===== config.mk =====
export PLATFORM = sky130hd
export DESIGN_NAME = zcmp_expander_top
export DESIGN_NICKNAME = d
export VERILOG_FILES = /design/src/zcmp_pkg.sv /design/src/seq_fifo.sv /design/src/pushpop_sequencer.sv /design/src/zcmp_expander_top.sv
export SDC_FILE = /design/constraint.sdc
export NUM_CORES = 1
export LEC_CHECK = 0
export BUFFER_PORTS_ARGS = -buffer_cell sky130_fd_sc_hd__buf_2
export CORE_MARGIN = 5
export CORE_UTILIZATION = 40
export CTS_CLUSTER_SIZE = 16
export DETAILED_ROUTE_END_ITERATION = 6
export PLACE_DENSITY = 0.58
export SLEW_MARGIN = 10
export SYNTH_ARGS = -nofsm -noshare
export SYNTH_HDL_FRONTEND = slang
export SYNTH_HIERARCHICAL = 1
export SYNTH_SLANG_ARGS = --single-unit

===== constraint.sdc =====
create_clock -name clk -period 10.65 [get_ports clk]
set_clock_uncertainty 0.2 [all_clocks]
set_input_delay 1.065 -clock clk [delete_from_list [all_inputs] [get_ports clk]]
set_output_delay 1.065 -clock clk [all_outputs]
set_load 0.01 [all_outputs]

===== src/zcmp_pkg.sv =====
package zcmp_pkg;

  //////////////////////////////
  // FIFO sizing
  //////////////////////////////

  // Entries per FIFO, same on input and output side
  localparam int unsigned FIFO_DEPTH = 4;

  // Pointer and occupancy widths derived from the depth
  localparam int unsigned FIFO_PTR_W = $clog2(FIFO_DEPTH);
  localparam int unsigned FIFO_CNT_W = $clog2(FIFO_DEPTH + 1);

  //////////////////////////////
  // RV32I encodings
  //////////////////////////////

  // Major opcodes used by the expanded sequences
  localparam logic [6:0] OPCODE_LOAD  = 7'b0000011;
  localparam logic [6:0] OPCODE_STORE = 7'b0100011;
  localparam logic [6:0] OPCODE_OPIMM = 7'b0010011;
  localparam logic [6:0] OPCODE_JALR  = 7'b1100111;

  // Architectural register numbers
  localparam logic [4:0] REG_RA = 5'd1;
  localparam logic [4:0] REG_SP = 5'd2;
  localparam logic [4:0] REG_A0 = 5'd10;
  localparam logic [4:0] REG_A1 = 5'd11;

  //////////////////////////////
  // Types
  //////////////////////////////

  // Compressed word as fetched
  typedef logic [15:0] cinstr_t;

  // Expanded word as handed to decode
  typedef logic [31:0] rinstr_t;

  // Kind of the word at the head of the input FIFO
  typedef enum logic [2:0] {
    INVALID_INST,
    PUSH,
    POP,
    POPRET,
    POPRETZ,
    MVSA01,
    MVA01S
  } seq_instr_e;

  // Sequencer state
  // S_IDLE also emits the first half of a double move
  typedef enum logic [2:0] {
    S_IDLE,
    S_SREG,
    S_RA,
    S_SP,
    S_A0,
    S_RET,
    S_DMOVE
  } seq_state_e;

  //////////////////////////////
  // Helper functions
  //////////////////////////////

  // Number of s-registers saved for a given rlist
  // rlist 4 is ra only, 5 adds s0 and so on
  // rlist 15 covers s0 to s11, there is no encoding for s0 to s10
  // Values below 4 are reserved and give zero
  function automatic logic [3:0] pushpop_reg_length(input logic [3:0] rlist);
    logic [3:0] len;
    if (rlist == 4'd15) begin
      len = 4'd12;
    end else if (rlist >= 4'd4) begin
      len = rlist - 4'd4;
    end else begin
      len = 4'd0;
    end
    return len;
  endfunction

  // Map s-register index to its x-register number
  // s0 and s1 sit at x8 and x9
  // s2 up to s11 sit at x18 up to x27
  function automatic logic [4:0] sn_to_regnum(input logic [3:0] sn);
    logic [4:0] regnum;
    if (sn < 4'd2) begin
      regnum = 5'd8 + 5'(sn);
    end else begin
      regnum = 5'd16 + 5'(sn);
    end
    return regnum;
  endfunction

  // Round a byte count up to the next multiple of 16
  // Stack frames stay 16-byte aligned per the calling convention
  function automatic logic [11:0] align_16(input logic [11:0] bytes);
    logic [11:0] rounded;
    rounded = (bytes + 12'd15) & ~12'd15;
    return rounded;
  endfunction

endpackage


===== src/seq_fifo.sv =====
`timescale 1ns/1ps

module seq_fifo
  import zcmp_pkg::*;
#(
  parameter type T = logic
) (
  input  logic clk,
  input  logic rst_n,
  input  logic push_valid_i,
  input  T     push_data_i,
  output logic push_ready_o,
  output logic pop_valid_o,
  output T     pop_data_o,
  input  logic pop_ready_i
);

  // Circular storage
  T mem [FIFO_DEPTH];

  logic [FIFO_PTR_W-1:0] wr_ptr_q;
  logic [FIFO_PTR_W-1:0] rd_ptr_q;
  logic [FIFO_CNT_W-1:0] cnt_q;
  logic                  full;
  logic                  do_push;
  logic                  do_pop;

  assign full        = (cnt_q == FIFO_CNT_W'(FIFO_DEPTH));
  assign pop_valid_o = (cnt_q != '0);
  assign pop_data_o  = mem[rd_ptr_q];

  // Room when not full, or when the head leaves this cycle
  assign push_ready_o = !full || pop_ready_i;

  assign do_push = push_valid_i && push_ready_o;
  assign do_pop  = pop_valid_o && pop_ready_i;

  // Payload write, visible at the head one cycle later
  always_ff @(posedge clk) begin
    if (do_push) begin
      mem[wr_ptr_q] <= push_data_i;
    end
  end

  // Pointers wrap at the last entry
  // Occupancy tracks push minus pop
  always_ff @(posedge clk or negedge rst_n) begin
    if (!rst_n) begin
      wr_ptr_q <= '0;
      rd_ptr_q <= '0;
      cnt_q    <= '0;
    end else begin
      if (do_push) begin
        wr_ptr_q <= (wr_ptr_q == FIFO_PTR_W'(FIFO_DEPTH - 1)) ? '0 : wr_ptr_q + 1'b1;
      end
      if (do_pop) begin
        rd_ptr_q <= (rd_ptr_q == FIFO_PTR_W'(FIFO_DEPTH - 1)) ? '0 : rd_ptr_q + 1'b1;
      end
      case ({do_push, do_pop})
        2'b10:   cnt_q <= cnt_q + 1'b1;
        2'b01:   cnt_q <= cnt_q - 1'b1;
        // Both or neither, level unchanged
        default: cnt_q <= cnt_q;
      endcase
    end
  end

endmodule


===== src/pushpop_sequencer.sv =====
`timescale 1ns/1ps

module pushpop_sequencer
  import zcmp_pkg::*;
(
  input  logic    clk,
  input  logic    rst_n,
  input  cinstr_t instr_i,
  input  logic    valid_i,
  input  logic    ready_i,
  output rinstr_t instr_o,
  output logic    valid_o,
  output logic    ready_o,
  output logic    seq_last_o,
  output logic    reject_o
);

  // Decoded kind of the head word
  seq_instr_e  seq_instr;

  // FSM
  seq_state_e  state_q;
  seq_state_e  state_n;
  seq_state_e  cur_state;

  // Emitted-instruction count within the current sequence
  logic [3:0]  cnt_q;

  // Fields of the compressed word
  logic [3:0]  rlist;
  logic [1:0]  spimm;
  logic        rlist_ok;

  // Stack frame arithmetic
  logic [3:0]  regs_saved;
  logic [3:0]  sreg;
  logic [11:0] reg_stack_adj;
  logic [11:0] total_stack_adj;
  logic [11:0] sp_adj;
  logic [11:0] cnt_bytes;
  logic [11:0] cur_offset;

  // Helpers
  logic        is_load;
  logic        is_move;
  logic        accept;

  assign rlist    = instr_i[7:4];
  assign spimm    = instr_i[3:2];
  assign rlist_ok = (rlist >= 4'd4);

  //////////////////////////////
  // Decode
  //////////////////////////////

  // Everything sits in quadrant C2 with funct3 101
  always_comb begin
    seq_instr = INVALID_INST;
    if ((instr_i[1:0] == 2'b10) && (instr_i[15:13] == 3'b101)) begin
      case (instr_i[12:10])
        3'b011: begin
          // Double moves are told apart by bits 6:5
          if (instr_i[6:5] == 2'b01) begin
            seq_instr = MVSA01;
          end else if (instr_i[6:5] == 2'b11) begin
            seq_instr = MVA01S;
          end
        end
        3'b110: begin
          // cm.push or cm.pop
          // Reserved rlist stays invalid
          if ((instr_i[9:8] == 2'b00) && rlist_ok) begin
            seq_instr = PUSH;
          end else if ((instr_i[9:8] == 2'b10) && rlist_ok) begin
            seq_instr = POP;
          end
        end
        3'b111: begin
          // cm.popretz or cm.popret
          if ((instr_i[9:8] == 2'b00) && rlist_ok) begin
            seq_instr = POPRETZ;
          end else if ((instr_i[9:8] == 2'b10) && rlist_ok) begin
            seq_instr = POPRET;
          end
        end
        default: begin
          seq_instr = INVALID_INST;
        end
      endcase
    end
  end

  assign is_load = (seq_instr == POP) || (seq_instr == POPRET) || (seq_instr == POPRETZ);
  assign is_move = (seq_instr == MVSA01) || (seq_instr == MVA01S);

  // Handshake
  assign valid_o  = valid_i && (seq_instr != INVALID_INST);
  assign reject_o = valid_i && (seq_instr == INVALID_INST);
  assign accept   = valid_o && ready_i;

  // Head word leaves on the last accepted output or on a reject
  assign ready_o  = reject_o || (accept && seq_last_o);

  //////////////////////////////
  // Stack frame
  //////////////////////////////

  assign regs_saved = pushpop_reg_length(rlist);

  // s-registers plus ra rounded to 16 bytes
  assign reg_stack_adj = align_16((12'(regs_saved) + 12'd1) << 2);

  // Immediate adds whole 16-byte blocks
  assign total_stack_adj = reg_stack_adj + {6'd0, spimm, 4'd0};
  assign sp_adj          = is_load ? total_stack_adj : 12'd0 - total_stack_adj;

  // Byte distance of the current slot from the frame top
  assign cnt_bytes  = (12'(cnt_q) + 12'd1) << 2;
  // Push counts down from sp and pop from the rewound sp
  assign cur_offset = is_load ? total_stack_adj - cnt_bytes : 12'd0 - cnt_bytes;

  // Highest s-register first
  assign sreg = regs_saved - cnt_q - 4'd1;

  //////////////////////////////
  // Sequencing
  //////////////////////////////

  // Push and pop skip straight to S_SREG or S_RA from idle
  // so the first word is emitted without a wasted cycle
  always_comb begin
    cur_state = state_q;
    if ((state_q == S_IDLE) && (seq_instr != INVALID_INST) && !is_move) begin
      cur_state = (regs_saved != 4'd0) ? S_SREG : S_RA;
    end
  end

  // Output word and next state per step
  always_comb begin
    instr_o    = '0;
    state_n    = cur_state;
    seq_last_o = 1'b0;
    case (cur_state)
      S_IDLE: begin
        // First half of a double move
        if (seq_instr == MVSA01) begin
          instr_o = {12'h000, REG_A0, 3'b000, sn_to_regnum({1'b0, instr_i[9:7]}), OPCODE_OPIMM};
        end else if (seq_instr == MVA01S) begin
          instr_o = {12'h000, sn_to_regnum({1'b0, instr_i[9:7]}), 3'b000, REG_A0, OPCODE_OPIMM};
        end
        if (is_move) begin
          state_n = S_DMOVE;
        end
      end
      S_SREG: begin
        // lw or sw of s(sreg) against sp
        if (is_load) begin
          instr_o = {cur_offset, REG_SP, 3'b010, sn_to_regnum(sreg), OPCODE_LOAD};
        end else begin
          instr_o = {cur_offset[11:5], sn_to_regnum(sreg), REG_SP, 3'b010,
                     cur_offset[4:0], OPCODE_STORE};
        end
        if (cnt_q == regs_saved - 4'd1) begin
          state_n = S_RA;
        end
      end
      S_RA: begin
        // ra goes below the s-registers
        if (is_load) begin
          instr_o = {cur_offset, REG_SP, 3'b010, REG_RA, OPCODE_LOAD};
        end else begin
          instr_o = {cur_offset[11:5], REG_RA, REG_SP, 3'b010, cur_offset[4:0], OPCODE_STORE};
        end
        state_n = S_SP;
      end
      S_SP: begin
        // addi sp, sp, +/-total
        instr_o = {sp_adj, REG_SP, 3'b000, REG_SP, OPCODE_OPIMM};
        if (seq_instr == POPRETZ) begin
          state_n = S_A0;
        end else if (seq_instr == POPRET) begin
          state_n = S_RET;
        end else begin
          state_n    = S_IDLE;
          seq_last_o = 1'b1;
        end
      end
      S_A0: begin
        // addi a0, x0, 0
        instr_o = {12'h000, 5'd0, 3'b000, REG_A0, OPCODE_OPIMM};
        state_n = S_RET;
      end
      S_RET: begin
        // jalr x0, 0(ra)
        instr_o    = {12'h000, REG_RA, 3'b000, 5'd0, OPCODE_JALR};
        state_n    = S_IDLE;
        seq_last_o = 1'b1;
      end
      S_DMOVE: begin
        // Second half of a double move uses a1 and r2
        if (seq_instr == MVSA01) begin
          instr_o = {12'h000, REG_A1, 3'b000, sn_to_regnum({1'b0, instr_i[4:2]}), OPCODE_OPIMM};
        end else begin
          instr_o = {12'h000, sn_to_regnum({1'b0, instr_i[4:2]}), 3'b000, REG_A1, OPCODE_OPIMM};
        end
        state_n    = S_IDLE;
        seq_last_o = 1'b1;
      end
      default: begin
        state_n = S_IDLE;
      end
    endcase
  end

  // State and count move only on an accepted output
  always_ff @(posedge clk or negedge rst_n) begin
    if (!rst_n) begin
      state_q <= S_IDLE;
      cnt_q   <= '0;
    end else if (accept) begin
      state_q <= state_n;
      if (seq_last_o) begin
        cnt_q <= '0;
      end else begin
        cnt_q <= cnt_q + 4'd1;
      end
    end
  end

endmodule


===== src/zcmp_expander_top.sv =====
`timescale 1ns/1ps

module zcmp_expander_top
  import zcmp_pkg::*;
(
  input  logic    clk,
  input  logic    rst_n,
  input  logic    in_valid_i,
  input  cinstr_t in_instr_i,
  output logic    in_ready_o,
  output logic    out_valid_o,
  output rinstr_t out_instr_o,
  input  logic    out_ready_i,
  output logic    reject_o
);

  // Input FIFO head towards the sequencer
  logic    head_valid;
  cinstr_t head_instr;
  logic    head_pop;

  // Sequencer output towards the output FIFO
  logic    seq_valid;
  rinstr_t seq_instr;
  logic    seq_ready;

  // Compressed words from fetch
  seq_fifo #(
    .T (cinstr_t)
  ) u_in_fifo (
    .clk          (clk),
    .rst_n        (rst_n),
    .push_valid_i (in_valid_i),
    .push_data_i  (in_instr_i),
    .push_ready_o (in_ready_o),
    .pop_valid_o  (head_valid),
    .pop_data_o   (head_instr),
    .pop_ready_i  (head_pop)
  );

  // Expansion of the head word
  pushpop_sequencer u_sequencer (
    .clk        (clk),
    .rst_n      (rst_n),
    .instr_i    (head_instr),
    .valid_i    (head_valid),
    .ready_i    (seq_ready),
    .instr_o    (seq_instr),
    .valid_o    (seq_valid),
    .ready_o    (head_pop),
    .seq_last_o (),
    .reject_o   (reject_o)
  );

  // Expanded words towards decode
  seq_fifo #(
    .T (rinstr_t)
  ) u_out_fifo (
    .clk          (clk),
    .rst_n        (rst_n),
    .push_valid_i (seq_valid),
    .push_data_i  (seq_instr),
    .push_ready_o (seq_ready),
    .pop_valid_o  (out_valid_o),
    .pop_data_o   (out_instr_o),
    .pop_ready_i  (out_ready_i)
  );

endmodule


# [Word level (Yosys, flattened, before mapping)]
# Memory sizes are Yosys's and may differ from the RTL's.
# Cells that the tools add are included.
# W data, S select, Z words.
[totals] regBits=21 latch_bits=0 ram_bits=192 mem_bits_ro=0 output_inout_bits=35 wordCells=145 memories=2
[memory_table] name="u_out_fifo.mem" words=4 word_bits=32 rd=1 rd_ports_with_merged_regs=0 wr=1 line="seq_fifo.sv:19" rtl="T mem [FIFO_DEPTH];"
[memory_table] name="u_in_fifo.mem" words=4 word_bits=16 rd=1 rd_ports_with_merged_regs=0 wr=1 line="seq_fifo.sv:19"
[classes] addsub=26 multipliers=0 div_mod_pow=0 n_lt_le_gt_ge=4 n_eq_ne=31 n_shift=0 muxes=42 bitwise_logic=0 n_reduce_logical=32
[ops] op="$pmux W32 S7" count=1
[ops] op="$mux W25" count=2
[ops] op="$mux W20" count=2
[ops] op="$eq A3 B3 Y1 const B" count=11
[ops] op="$mux W32" count=1
[ops] op="$mux W3" count=10
[ops] op="$mux W12" count=2
[ops] op="$sub A1 B12 Y12 const A" count=2
[ops] op="$eq A2 B2 Y1 const B" count=9
[ops] op="$eq A3 B2 Y1 const B" count=5
[ops] op="$mux W5" count=3
[ops] op="$pmux W3 S5" count=1
[ops] op="$mux W2" count=7
[ops] op="$add A12 B4 Y12 const B" count=1
[ops] op="$add A12 B6 Y12" count=1
[ops] op="$logic_and A1 B1 Y1" count=12
[ops] op="$mux W4" count=3
[ops] op="$pmux W3 S2" count=2
[ops] op="$sub A12 B12 Y12" count=1
[ops] op="$add A4 B1 Y5 const B" count=2
[ops] op="$add A4 B3 Y5 const A" count=2
[ops] op="$add A5 B3 Y5 const A" count=2
[ops] op="$logic_not A3 Y1" count=3
[ops] op="$pmux W3 S3" count=1
[ops] op="25 further kinds" count=49

# [Depth between registers and ports, before layout]
# An unclocked memory read counts as a cell.
[depth] ltp_word=21 ltp_mapped=22

# [Modules after synthesis]
# Netlist, hierarchy kept.
[by_module_without_submodules] module="seq_fifo (u_out_fifo)" instances=1 cells_per_inst=211 area_per_inst_um2=5056.1
[by_module_without_submodules] module="seq_fifo (u_in_fifo)" instances=1 cells_per_inst=127 area_per_inst_um2=2756.4
[by_module_without_submodules] module="pushpop_sequencer" instances=1 cells_per_inst=311 area_per_inst_um2=2195.9

# [Least setup slack after synthesis]
# Ideal clock, no wire load.
[synth_timing] kind="reg-to-reg" startpoint="register u_in_fifo.rd_ptr_q[0]" endpoint="memory u_out_fifo/mem[0][30] (netlist name) (data pin)" arrival_time_ns=4.531 required_time_ns=10.318 setup_slack_ns=5.788 path_stages_with_launch=20 path_buffers=5 period_less_slack_ns=4.862 path_cell_list="dfrtp_1 buf_2 mux4_2 buf_6 buf_2 buf_2 o211ai_1 inv_1 ha_1 o211ai_1 o21ai_0 a21oi_1 fa_1 ha_1 o21a_1 o32ai_1 and3_1 a21oi_1 o22ai_1 buf_4"
[synth_via] elab_chain_len=14
[synth_lines] element="start: declaration" line="seq_fifo.sv:22" rtl="logic [FIFO_PTR_W-1:0] rd_ptr_q;"
[synth_lines] element="start signal: assignment" line="seq_fifo.sv:57" rtl="rd_ptr_q <= (rd_ptr_q == FIFO_PTR_W'(FIFO_DEPTH - 1)) ? '0 : rd_ptr_q + 1'b1;"
[synth_lines] element="$mem_v2 Z4 W16 *"
[synth_lines] element="named net head_instr[6]" line="zcmp_expander_top.sv:19" rtl="cinstr_t head_instr;"
[synth_lines] element="branches (longest 12 deep; another with $add A12 B4 Y12)"
[synth_lines] element="$pmux W32 S7 *" line="pushpop_sequencer.sv:143" rtl="case (cur_state)"
[synth_lines] element="named net seq_instr[30]" line="zcmp_expander_top.sv:24" rtl="rinstr_t seq_instr;"
[synth_lines] element="end: declaration" line="seq_fifo.sv:19"
# Mark *: on every way through the listed nets, which the timed path passes.

# [Worst setup path in the final report]
[layout_timing] startpoint="register u_in_fifo.rd_ptr_q[1]" endpoint="memory u_out_fifo/mem[0][30] (netlist name) (data pin)"
[layout_via] elab_chain_len=14
[layout_lines] element="$mem_v2 Z4 W16 *"
[layout_lines] element="named net head_instr[6]" line="zcmp_expander_top.sv:19"
[layout_lines] element="branches (longest 12 deep; another with $add A12 B4 Y12)"
[layout_lines] element="$pmux W32 S7 *" line="pushpop_sequencer.sv:143"
# Marks and branches as above.

==> metrics.md <==
| Metric | Value |
|---|---|
| Status | `finished, final reports clean` |
| Synth warn | `6` |
| Core box area | `24,500 µm²` |
| Std-Cell Rows | `57` |
| PostCTS Resize Cnt | `0` |
| Post-DP HPWL | `14.1 mm` |
| Root Driver | `clkbuf_16` |
| Placed cell count | `roughly 1,000` |
| GP Congestion | `0.889` |
| Clk_lat worst skew | `0.51 ns` |
| Max Clock Freq | `~180 MHz` |
| Remaining global-route overflow | `0` |
| H-tree Lvls | `1` |
| Cells after Synth | `649` |
| Commonest non-fill, non-tap cells in the layout | `edfxtp_1 (192), buf_2 (54), mux4_2 (48), nor2_1 (36), inv_1 (33)` |
| Fraction of layout cells with a size suffix above 1 | `about a quarter` |
| Routed via count | `a little under 6,000` |
| Pin count of the biggest net entering global routing | `36` |
| Fin crit period | `5.67 ns` |
| Reg-to-Reg End | `u_out_fifo/mem[0][30]` |
| Fill count | `2,105` |
| Synthesized flop and latch total | `213` |
| Clk buf depth | `3` |
| TritonCTS clock tree | `built` |
| Die Ht | `168 µm` |
| EDFF count, synth | `around 190` |
| Starting Density | `between 40% and 50%` |
| Final std cells w/o fill | `1,040` |
| Hold Path Depth | `1` |
| Antenna-violating nets left | `0` |
| Final count of hold timing violations | `0` |
| Pwr dens | `306 nW/µm²` |
| # IOs | `55` |
| First-pass GRT wire length | `32.9 mm` |
| Hold endpoint | `u_out_fifo/cnt_q[2]` |
| Post-synthesis sequential area ratio | `roughly 63%` |
| Antenna cells | `0` |
| Pins Over Slew Limit | `0` |
| DIE WIDTH | `168 µm` |
| Final setup margin | `~5.0 ns` |
| CP Max Fanout | `28` |
| TritonCTS buffer count | `24` |
| Vias in the first global route | `6,005` |
| Kind of capture point of the worst setup path | `flip-flop` |
| Hold_buf cts | `0` |
| Die area | `28,300 µm²` |
| Worst EP required | `approximately 11 ns` |
| Normalized max-slew margin | `41.5%` |
| # Max-Cap Violations | `0` |
| Commonest non-fill, non-tap cell in the layout | `edfxtp_1` |
| Reg2Reg Depth | `15` |
| RSZ-0062 raised after global routing | `false` |
| # Post-CTS Setup Buffers | `0` |
| Vias per inst | `around 5.6` |
| Total track usage | `14.5%` |
| Worst Hold Class | `reg -> reg` |
| Crit share post-route | `53.3%` |
| Startpoint types | `flip-flop` |
| Clk pin slew, worst setup/hold paths | `0.06 ns` |
| Layout Nets | `747` |
| FF-to-FF Start | `u_in_fifo/rd_ptr_q[1]` |
| Slew @ Worst Pin | `0.877 ns` |
| Area grow syn2layout | `12.8%` |
| Iteration-0 DRC Markers | `388` |
| Total routed wirelength | `20.6 mm` |
| Leak Pwr | `3.95 nW` |
| Port Buffer Count | `54` |
| Drt drc | `0` |
| Post-synth design cell area | `10,000 µm²` |
| Antenna violations before repair | `0` |
| Main synth FF type | `edfxtp_1` |
| Setup TNS | `0 ns` |
| Syn_area_per_cell | `between 15 and 20 µm²` |
| Final setup violation count | `0` |
| Sink Count | `~210` |
| Hold Startpoint | `u_out_fifo/cnt_q[2]` |
| Synth unique cells | `81` |
| FF-to-FF setup slack | `4.98 ns` |
| Detailed-router iteration count before antenna repair | `6` |
| Crit Path Class | `reg -> reg` |
| Peak supply drop | `148 µV` |
| Dpl ws | `5.07 ns` |
| WL/cell | `19.8 µm` |
| Synth async-reset ratio | `under 10%` |
| Crit path arrival time | `5.66 ns` |
where the power goes:
group	switching [mW]	total [mW]	internal, mW
combinational	0.889	1.52	0.631
sequential	0.0703	1.14	1.07
clock	0.304	0.787	0.483
total	1.26	3.45	2.18
worst max path at each step:
| stage | slack [ns] | start | end |
|---|---|---|---|
| 2_1_floorplan | 5.79 | u_in_fifo/rd_ptr_q[0] | u_out_fifo/mem[0][30] |
| 3_3_place_gp | 5.32 | u_in_fifo/rd_ptr_q[1] | u_out_fifo/mem[0][29] |
| 3_5_place_dp | 5.07 | u_in_fifo/rd_ptr_q[1] | u_out_fifo/mem[0][29] |
| 4_1_cts | 5.02 | u_in_fifo/rd_ptr_q[1] | in_ready_o |
| 5_1_grt | 4.59 | u_in_fifo/rd_ptr_q[1] | u_out_fifo/mem[1][30] |
| 6_report | 4.98 | u_in_fifo/rd_ptr_q[1] | u_out_fifo/mem[0][30] |
synthesized netlist by cell type, types with 6 or more instances:
cell / n / area [µm²]
buf_4: 12 / 90.1
nand2_1: 29 / 109
a211oi_1: 6 / 45.0
o22ai_1: 8 / 50.1
o21a_1: 6 / 45.0
xnor2_1: 14 / 123
a31oi_1: 6 / 37.5
nor3_1: 12 / 60.1
a21oi_1: 17 / 85.1
inv_1: 33 / 124
edfxtp_1: 192 / 5770
and3_1: 14 / 87.6
nor2_1: 36 / 135
dfrtp_1: 21 / 526
mux4_2: 48 / 1080
o21ai_2: 6 / 52.6
nand3_1: 15 / 75.1
ha_1: 22 / 275
xor2_1: 7 / 61.3
clkbuf_1: 7 / 26.3
o21ai_0: 20 / 100
buf_2: 16 / 80.1
cell families (layout without fill, tap and decap cells):
family	after synthesis	in the layout	share of synthesized area (%)
buffers and inverters	71	136	3.49
muxes	55	55	11.6
AOI/OAI and AO/OA	122	122	9.16
DFF	213	213	62.9
other	1	3	0.0375
xor gates and xnor gates	21	21	1.84
and+or+nand+nor	140	140	7.50
adders and majority gates	26	26	3.55
final cells by class:
type                            count  area, µm²  area share, %
Sequential cell                   213       6290           55.8
Multi-Input combinational cell    367       3380           29.9
Clock buffer                       28        616           5.45
Tap cell                          324        405           3.59
Timing Repair Buffer               61        323           2.86
Clock inverter                     13        146           1.30
Inverter                           34        128           1.13
stage by stage:
step	hold slack (ns)	util, %	instance area (µm²)	total power [mW]
floorplan	0.247	-	10000	2.32
global placement	0.265	43.0	10500	2.64
detailed placement	0.283	43.0	10500	2.68
CTS	0.295	46.1	11300	3.48
global route	0.322	46.1	11300	3.68
finish	0.289	46.1	11300	3.45
metal layers:
layer	wire length, µm	track usage, %
met5	0	0
met4	518	4.13
met3	998	2.60
met2	10300	25.0
met1	8760	18.8
sequential cells by signal, summed over array words and instances (netlist names):
name,cells
u_out_fifo/mem,128
u_in_fifo/mem,64
u_sequencer/cnt_q,4
u_in_fifo/cnt_q,3
u_out_fifo/cnt_q,3
u_sequencer/state_q,3
u_in_fifo/rd_ptr_q,2
u_in_fifo/wr_ptr_q,2
u_out_fifo/rd_ptr_q,2
u_out_fifo/wr_ptr_q,2
critical path: stages (launching register included):
cell	delay [ns]
dfrtp_1	0.82
mux4_2	0.68
o21ai_0	0.17
a31oi_1	0.36
ha_1	0.31
inv_1	0.11
o211ai_1	0.10
o21ai_0	0.11
a21oi_1	0.27
fa_1	0.53
ha_1	0.36
o21a_1	0.13
o32ai_1	0.17
and3_1	0.25
a21oi_1	0.08
o22ai_1	0.70
Power figures use the tool's default switching activity.
